===== config.mk =====
export PLATFORM = sky130hd
export DESIGN_NAME = tx_cpl_top
export DESIGN_NICKNAME = d
export VERILOG_FILES = /design/src/logic/tx_cpl_pkg.sv /design/src/logic/tx_cpl_top.sv /design/src/logic/tx_irq_gen.sv /design/src/logic/tx_host_regs.sv /design/src/logic/tx_cpl_tracker.sv
export SDC_FILE = /design/constraint.sdc
export NUM_CORES = 1
export LEC_CHECK = 0
export BUFFER_PORTS_ARGS = -buffer_cell sky130_fd_sc_hd__buf_4
export CAP_MARGIN = 20
export CORE_ASPECT_RATIO = 0.5
export CORE_MARGIN = 8
export CORE_UTILIZATION = 48
export DETAILED_ROUTE_END_ITERATION = 8
export GPL_ROUTABILITY_DRIVEN = 0
export PLACE_DENSITY = 0.83
export SYNTH_ARGS = -nofsm -noshare
export SYNTH_HDL_FRONTEND = slang
export SYNTH_HIERARCHICAL = 1
export SYNTH_SLANG_ARGS = --single-unit
export TNS_END_PERCENT = 50

===== constraint.sdc =====
create_clock -name clk -period 2.6 [get_ports clk]
set_input_delay 0.52 -clock clk [delete_from_list [all_inputs] [get_ports clk]]
set_output_delay 0.52 -clock clk [all_outputs]
set_load 0.1 [all_outputs]

===== src/logic/tx_cpl_pkg.sv =====
`default_nettype none

package tx_cpl_pkg;

    ////////////////////////////////////////////////////////////
    // widths

    localparam int PTR_W      = 64;  // ring pointers and register data
    localparam int LEN_W      = 16;  // frame length in bytes
    localparam int REG_ADDR_W = 2;

    ////////////////////////////////////////////////////////////
    // host register map, address 3 unmapped

    localparam logic [REG_ADDR_W-1:0] REG_SW_PTR = 2'd0;  // host consumed position
    localparam logic [REG_ADDR_W-1:0] REG_CTRL   = 2'd1;  // control word
    localparam logic [REG_ADDR_W-1:0] REG_HW_PTR = 2'd2;  // read only

    ////////////////////////////////////////////////////////////
    // completion record sizing

    localparam int CPL_HDR_BYTES = 8;  // record header ahead of each frame
    localparam int CPL_ALIGN     = 8;  // records start on 8 byte boundaries

    // control word, only bit 0 is live
    typedef struct packed {
        logic [PTR_W-2:0] rsvd;    // reads as zero
        logic             irq_en;
    } tx_ctrl_t;

    // one register data word, seen as a pointer or as control
    typedef union packed {
        logic [PTR_W-1:0] ptr;
        tx_ctrl_t         ctrl;
    } tx_reg_word_u;

endpackage

`default_nettype wire

===== src/logic/tx_cpl_top.sv =====
`timescale 1ns/1ps
`default_nettype none

module tx_cpl_top
    import tx_cpl_pkg::*;
#(
    parameter int RING_BYTES = 4096  // completion ring size in bytes
) (
    input  wire logic                  clk,
    input  wire logic                  rst,

    // from the tx mac side
    input  wire logic                  frame_done,
    input  wire logic [LEN_W-1:0]      frame_len,

    // host register strobes
    input  wire logic                  reg_wr,
    input  wire logic                  reg_rd,
    input  wire logic [REG_ADDR_W-1:0] reg_addr,
    input  wire logic [PTR_W-1:0]      reg_wdata,
    output logic      [PTR_W-1:0]      reg_rdata,
    output logic                       reg_rdata_vld,

    // to the completion writer and pcie core
    output logic      [PTR_W-1:0]      hw_ptr,
    output logic                       send_irq
);

    ////////////////////////////////////////////////////////////
    // internal nets

    logic             data_rdy;  // tracker to irq fsm
    logic [PTR_W-1:0] sw_ptr;    // regs to irq fsm
    logic             irq_en;

    ////////////////////////////////////////////////////////////
    // completion pointer

    tx_cpl_tracker #(
        .RING_BYTES (RING_BYTES)
    ) i_tx_cpl_tracker (
        .clk        (clk),
        .rst        (rst),
        .frame_done (frame_done),
        .frame_len  (frame_len),
        .hw_ptr     (hw_ptr),
        .data_rdy   (data_rdy)
    );

    ////////////////////////////////////////////////////////////
    // host registers

    tx_host_regs i_tx_host_regs (
        .clk           (clk),
        .rst           (rst),
        .reg_wr        (reg_wr),
        .reg_rd        (reg_rd),
        .reg_addr      (reg_addr),
        .reg_wdata     (reg_wdata),
        .reg_rdata     (reg_rdata),
        .reg_rdata_vld (reg_rdata_vld),
        .hw_ptr        (hw_ptr),
        .sw_ptr        (sw_ptr),
        .irq_en        (irq_en)
    );

    ////////////////////////////////////////////////////////////
    // interrupt request

    tx_irq_gen i_tx_irq_gen (
        .clk      (clk),
        .rst      (rst),
        .data_rdy (data_rdy),
        .irq_en   (irq_en),
        .hw_ptr   (hw_ptr),
        .sw_ptr   (sw_ptr),
        .send_irq (send_irq)  // level, held until sw_ptr catches up
    );

endmodule

`default_nettype wire


===== src/logic/tx_irq_gen.sv =====
`timescale 1ns/1ps
`default_nettype none

module tx_irq_gen
    import tx_cpl_pkg::*;
(
    input  wire logic             clk,
    input  wire logic             rst,
    input  wire logic             data_rdy,  // one pulse per completion
    input  wire logic             irq_en,
    input  wire logic [PTR_W-1:0] hw_ptr,
    input  wire logic [PTR_W-1:0] sw_ptr,
    output logic                  send_irq   // level to the msi logic
);

    ////////////////////////////////////////////////////////////
    // interrupt fsm

    localparam logic [1:0] ST_INIT  = 2'd0;
    localparam logic [1:0] ST_IDLE  = 2'd1;
    localparam logic [1:0] ST_ARMED = 2'd2;  // irq up, waiting for host

    logic [1:0] state;
    logic       data_rdy_q;  // pulse seen last cycle
    logic       ptr_eq;

    assign ptr_eq   = (hw_ptr == sw_ptr);
    assign send_irq = (state == ST_ARMED);

    always_ff @(posedge clk) begin
        if (rst) begin
            state      <= ST_INIT;
            data_rdy_q <= 1'b0;
        end else begin
            data_rdy_q <= data_rdy & irq_en;  // disabled pulses are lost
            case (state)
                ST_INIT: begin
                    data_rdy_q <= 1'b0;
                    state      <= ST_IDLE;
                end
                ST_IDLE: begin
                    if (irq_en && (data_rdy || data_rdy_q)) begin
                        state <= ST_ARMED;
                    end
                end
                ST_ARMED: begin
                    if (ptr_eq) begin  // host caught up
                        state <= ST_IDLE;
                    end
                end
                default: begin
                    state <= ST_INIT;
                end
            endcase
        end
    end

    ////////////////////////////////////////////////////////////
    // checks

    // raised only from idle, enabled, with a fresh or captured pulse
    a_irq_rise: assert property (
        @(posedge clk) disable iff (rst)
        ($rose(send_irq) && !$past(rst)) |->
            $past(state == ST_IDLE && irq_en && (data_rdy || data_rdy_q))
    ) else $error("tx_irq_gen: send_irq rose without an enabled completion");

    // dropped only once the host pointer matched
    a_irq_fall: assert property (
        @(posedge clk) disable iff (rst)
        ($fell(send_irq) && !$past(rst)) |-> $past(ptr_eq)
    ) else $error("tx_irq_gen: send_irq fell with pointers apart");

endmodule

`default_nettype wire


===== src/logic/tx_host_regs.sv =====
`timescale 1ns/1ps
`default_nettype none

module tx_host_regs
    import tx_cpl_pkg::*;
(
    input  wire logic                  clk,
    input  wire logic                  rst,

    // host strobes
    input  wire logic                  reg_wr,
    input  wire logic                  reg_rd,
    input  wire logic [REG_ADDR_W-1:0] reg_addr,
    input  wire logic [PTR_W-1:0]      reg_wdata,
    output logic      [PTR_W-1:0]      reg_rdata,
    output logic                       reg_rdata_vld,  // one cycle after reg_rd

    // ring state
    input  wire logic [PTR_W-1:0]      hw_ptr,   // read back only
    output logic      [PTR_W-1:0]      sw_ptr,   // host consumed position
    output logic                       irq_en
);

    ////////////////////////////////////////////////////////////
    // write side

    tx_reg_word_u wr_word;

    assign wr_word = reg_wdata;  // same bits, two views

    always_ff @(posedge clk) begin
        if (rst) begin
            sw_ptr <= '0;
            irq_en <= 1'b0;
        end else if (reg_wr) begin
            case (reg_addr)
                REG_SW_PTR: begin
                    sw_ptr <= wr_word.ptr;
                end
                REG_CTRL: begin
                    irq_en <= wr_word.ctrl.irq_en;  // reserved bits dropped
                end
                default: begin
                    // hw_ptr is read only, address 3 unmapped
                end
            endcase
        end
    end

    ////////////////////////////////////////////////////////////
    // read side

    tx_reg_word_u rd_word;

    always_comb begin
        rd_word = '0;
        case (reg_addr)
            REG_SW_PTR: begin
                rd_word.ptr = sw_ptr;
            end
            REG_CTRL: begin
                rd_word.ctrl.irq_en = irq_en;  // rsvd stays zero
            end
            REG_HW_PTR: begin
                rd_word.ptr = hw_ptr;
            end
            default: begin
                rd_word = '0;
            end
        endcase
    end

    // data held between reads
    always_ff @(posedge clk) begin
        if (reg_rd) begin
            reg_rdata <= rd_word;
        end
    end

    always_ff @(posedge clk) begin
        if (rst) begin
            reg_rdata_vld <= 1'b0;
        end else begin
            reg_rdata_vld <= reg_rd;
        end
    end

    ////////////////////////////////////////////////////////////
    // checks

    // host issues one access per cycle
    a_no_wr_rd_overlap: assert property (
        @(posedge clk) disable iff (rst)
        !(reg_wr && reg_rd)
    ) else $error("tx_host_regs: reg_wr and reg_rd in the same cycle");

endmodule

`default_nettype wire


===== src/logic/tx_cpl_tracker.sv =====
`timescale 1ns/1ps
`default_nettype none

module tx_cpl_tracker
    import tx_cpl_pkg::*;
#(
    parameter int RING_BYTES = 4096  // ring size in bytes, power of two
) (
    input  wire logic             clk,
    input  wire logic             rst,
    input  wire logic             frame_done,  // one strobe per sent frame
    input  wire logic [LEN_W-1:0] frame_len,   // valid with frame_done
    output logic      [PTR_W-1:0] hw_ptr,
    output logic                  data_rdy     // new pointer this cycle
);

    ////////////////////////////////////////////////////////////
    // constants

    localparam logic [PTR_W-1:0] RING_MASK  = PTR_W'(RING_BYTES - 1);
    localparam logic [PTR_W-1:0] ALIGN_MASK = ~PTR_W'(CPL_ALIGN - 1);
    localparam logic [PTR_W-1:0] ALIGN_ADD  = PTR_W'(CPL_ALIGN - 1);
    localparam logic [PTR_W-1:0] HDR_BYTES  = PTR_W'(CPL_HDR_BYTES);

    // the wrap below only works with a power of two ring
    if (RING_BYTES < 2048 || (RING_BYTES & (RING_BYTES - 1)) != 0) begin : g_ring_check
        $error("tx_cpl_tracker: RING_BYTES must be a power of two, at least 2048");
    end

    ////////////////////////////////////////////////////////////
    // record size and next pointer

    logic [PTR_W-1:0] len_ext;
    logic [PTR_W-1:0] rec_bytes;   // header plus padded payload
    logic [PTR_W-1:0] hw_ptr_nxt;

    assign len_ext    = PTR_W'(frame_len);
    assign rec_bytes  = HDR_BYTES + ((len_ext + ALIGN_ADD) & ALIGN_MASK);
    assign hw_ptr_nxt = (hw_ptr + rec_bytes) & RING_MASK;  // wrap at ring end

    always_ff @(posedge clk) begin
        if (rst) begin
            hw_ptr   <= '0;
            data_rdy <= 1'b0;
        end else begin
            data_rdy <= frame_done;  // pulse lines up with new pointer
            if (frame_done) begin
                hw_ptr <= hw_ptr_nxt;
            end
        end
    end

    ////////////////////////////////////////////////////////////
    // checks

    // empty frames never reach the completion path
    a_len_nonzero: assert property (
        @(posedge clk) disable iff (rst)
        frame_done |-> frame_len != '0
    ) else $error("tx_cpl_tracker: frame_done with zero frame_len");

    // pointer stays record aligned and inside the ring
    a_ptr_in_ring: assert property (
        @(posedge clk) disable iff (rst)
        ((hw_ptr & ALIGN_ADD) == '0) && (hw_ptr < PTR_W'(RING_BYTES))
    ) else $error("tx_cpl_tracker: hw_ptr misaligned or outside ring");

endmodule

`default_nettype wire


==> flow_summary_export.csv <==
group,metric,value,unit
worst_setup_path,path_max_fanout,3,
yosys,yosysTopAreaCell,"edfxtp_1",
die,core,0.01643,mm2
route,dr.pass1.iters,5,
grt,track_usage,19.07,%
sta,whs,0.3782,ns
worst_hold_path,hold_class,"in -> reg",
yosys,yosysSeqAreaShare,43.35,%
clocking,ctsHoldBuffers,0,
die,die_h,107.8,um
die,io_pins,217,
route,ant_nets,0,
final_layout,areaGrowthSynthToFinish,21.74,%
yosys,synth_area_leaders,"edfxtp_1 24%, dfxtp_1 20%, mux2i_1 16%, nand2b_1 10%, xor2_1 7.3%",
yosys,synthArstFlopShare,0,%
yosys,ys_seq_elements,143,
final_layout,drive_gt1_share,24.06,%
grt,grt_max_degree,84,
sta,drv_slew,0,
clocking,root_buffer,"clkbuf_16",
clocking,h-tree-depth,4,
place,dp.final_hpwl,15.42,mm
sta,tightest_slew,0.9262,ns
yosys,synth.most_common_cell,"mux2i_1",
clocking,clk_latency,0.41,ns
power_and_ir_drop,vdd_drop_max,0.4276,mV
worst_setup_path,end_kind,"register",
final_layout,design_area,0.009838,mm2
grt,first_global_vias,5762,
clocking,clock_path_buffers,2,
yosys,synth_edf_count,64,
yosys,syn_inst,757,
yosys,synth_warnings,6,
route,vias,5681,
worst_setup_path,cp.required,2.95,ns
flow_run,maxCapViolCount,0,
sta,relSlewSlack,38.25,%
yosys,avgSynthCellArea,10.68,um2
sta,finalCritPeriodShare,94.56,%
yosys,syn_area,0.008082,mm2
die,die_x,199.5,um
place,postPlaceCellArea,0.009246,mm2
clocking,cts_tree,"done",
route,drt-wirelength-per-cell,18.17,um
clocking,cts_buffers,17,
worst_setup_path,crit_type,"in -> reg",
yosys,yosysTopAreaCellShare,23.78,%
route,drt_iter0_markers,239,
sta,min_period,2.459,ns
power_and_ir_drop,leakage,4.336,nW
sta,rsz0062_at_grt,"no",
sta,final-setup-viol-count,0,
yosys,synth_cell_type_count,49,
grt,grt_overflow,0,
worst_setup_path,cp.arrival,2.81,ns
sta,hold_viol,0,
route,vias_per_cell,4.923,
final_layout,nets,1017,
final_layout,antenna_cells,0,
route,drc,0,
outcome,outcome,"finished clean",
power_and_ir_drop,p_per_area,712.4,mW/mm2
die,die-area,0.02150,mm2
route,wl,20.97,mm
grt,antenna_found_initial,0,
final_layout,nFillCells,1374,
grt,grt_pass1_wl,31.85,mm
die,num_rows,33,
place,port-buffer-count,157,
sta,max_freq,406.8,MHz
yosys,synth.cells.most_frequent,"130 x mux2i_1, 129 x nand2b_1, 79 x dfxtp_1, 78 x nor2_1, 67 x xor2_1",
clocking,clkSinkCount,143,
power_and_ir_drop,fin_total_pwr,7.009,mW
worst_setup_path,start_kind,"input pin",
clocking,clk_pin_slew,0.06,ns
sta,clock-skew-final,0.009616,ns
yosys,synth_ff_type,"dfxtp_1",
die,start_util,49.18,%
final timing paths:
path,from,end,slack [ns],cells after the start
setup / recovery,frame_len[1],i_tx_cpl_tracker/hw_ptr[8],0.14,13
hold / removal,reg_wdata[28],i_tx_host_regs/sw_ptr[28],0.38,3
setup reg to reg,i_tx_cpl_tracker/hw_ptr[3],i_tx_cpl_tracker/hw_ptr[8],0.55,11
hold reg to reg,i_tx_cpl_tracker/data_rdy,i_tx_irq_gen/data_rdy_q,0.45,2
power breakdown:
part / switching [mW] / internal, mW / leakage, nW
combinational: 1.49 / 0.538 / 2.76
clock: 0.958 / 1.44 / 0.275
sequential: 0.0983 / 2.48 / 1.30
total: 2.55 / 4.46 / 4.34
registers in the layout, summed over array words and instances (netlist names):
| register | flops |
|---|---|
| i_tx_irq_gen/state | 2 |
| i_tx_host_regs/reg_rdata_vld | 1 |
| i_tx_host_regs/irq_en | 1 |
| i_tx_host_regs/reg_rdata | 64 |
| i_tx_host_regs/sw_ptr | 64 |
| i_tx_cpl_tracker/hw_ptr | 9 |
| i_tx_cpl_tracker/data_rdy | 1 |
| i_tx_irq_gen/data_rdy_q | 1 |
through the flow:
stage | util, % | TNS (ns) | cells | setup slack [ns]
after floorplan | - | -0.008525 | 811 | -0.008525
after global placement | 56.27 | -0.8470 | 1122 | -0.2332
after detailed placement | 56.27 | -1.162 | 1122 | -0.2942
after CTS | 59.81 | 0 | 1154 | 0.1257
after global routing | 59.87 | 0 | 1154 | 0.002789
final | 59.87 | 0 | 1154 | 0.1415
routing by layer:
metal	wire [um]	share of wire (%)	track usage, %	vias up
li1	-	-	-	2786
met1	8862	42	23.35	2710
met2	10470	50	33.10	153
met3	1096	5.2	3.682	32
met4	540	2.6	7.050	0
met5	0	0	0	-
cell usage in the layout, fill, tap and decap left out, types with 3 or more instances in the layout:
master,count
buf_4,173
mux2i_1,130
nand2b_1,129
nor2_1,78
dfxtp_1,77
xor2_1,67
edfxtp_1,64
conb_1,55
clkbuf_16,17
nor4_1,17
ha_1,13
inv_1,11
xnor2_1,8
nand2_1,7
nand4_1,6
o21ai_0,6
clkinvlp_4,4
a21oi_1,4
buf_12,4
clkinv_4,3
clkinv_2,3
nand3_1,3
nor2b_1,3
nor3_1,3
o211ai_1,3
a211oi_1,3
layout make-up:
class | count | area, um2 | share of cell area (%)
Multi-Input combinational cell | 563 | 4041 | 41.08
Sequential cell | 143 | 3506 | 35.64
Clock buffer | 19 | 442.9 | 4.502
Tap cell | 227 | 284.0 | 2.887
Clock inverter | 13 | 140.1 | 1.424
Inverter | 12 | 45.04 | 0.4578
Timing Repair Buffer | 177 | 1379 | 14.01
timing repair:
action,4_1_cts,5_1_grt
resized for setup,0,2
endpoints found under the setup margin,0,3
setup buffers,0,0
cells by family after synthesis:
group,after synthesis,share of synthesized area [%]
DFF,143,43.35
adders and majority gates,16,2.570
AOI/OAI and AO/OA,30,2.787
xor gates and xnor gates,75,8.128
and+or+nand+nor,257,17.63
other,1,0.04640
muxes,130,16.10
buffers and inverters,105,9.382
worst max-delay path, stage by stage:
cell and delay, ns:
buf_4 0.13, o31a_2 0.36, or2_4 0.25, ha_2 0.16, inv_1 0.05, ha_2 0.16
inv_1 0.05, fa_2 0.33, nor2b_1 0.16, o21ai_1 0.11, nor3b_1 0.15, o31ai_1 0.22
and2_1 0.14
Note: power is estimated with default switching activity, not from simulation.
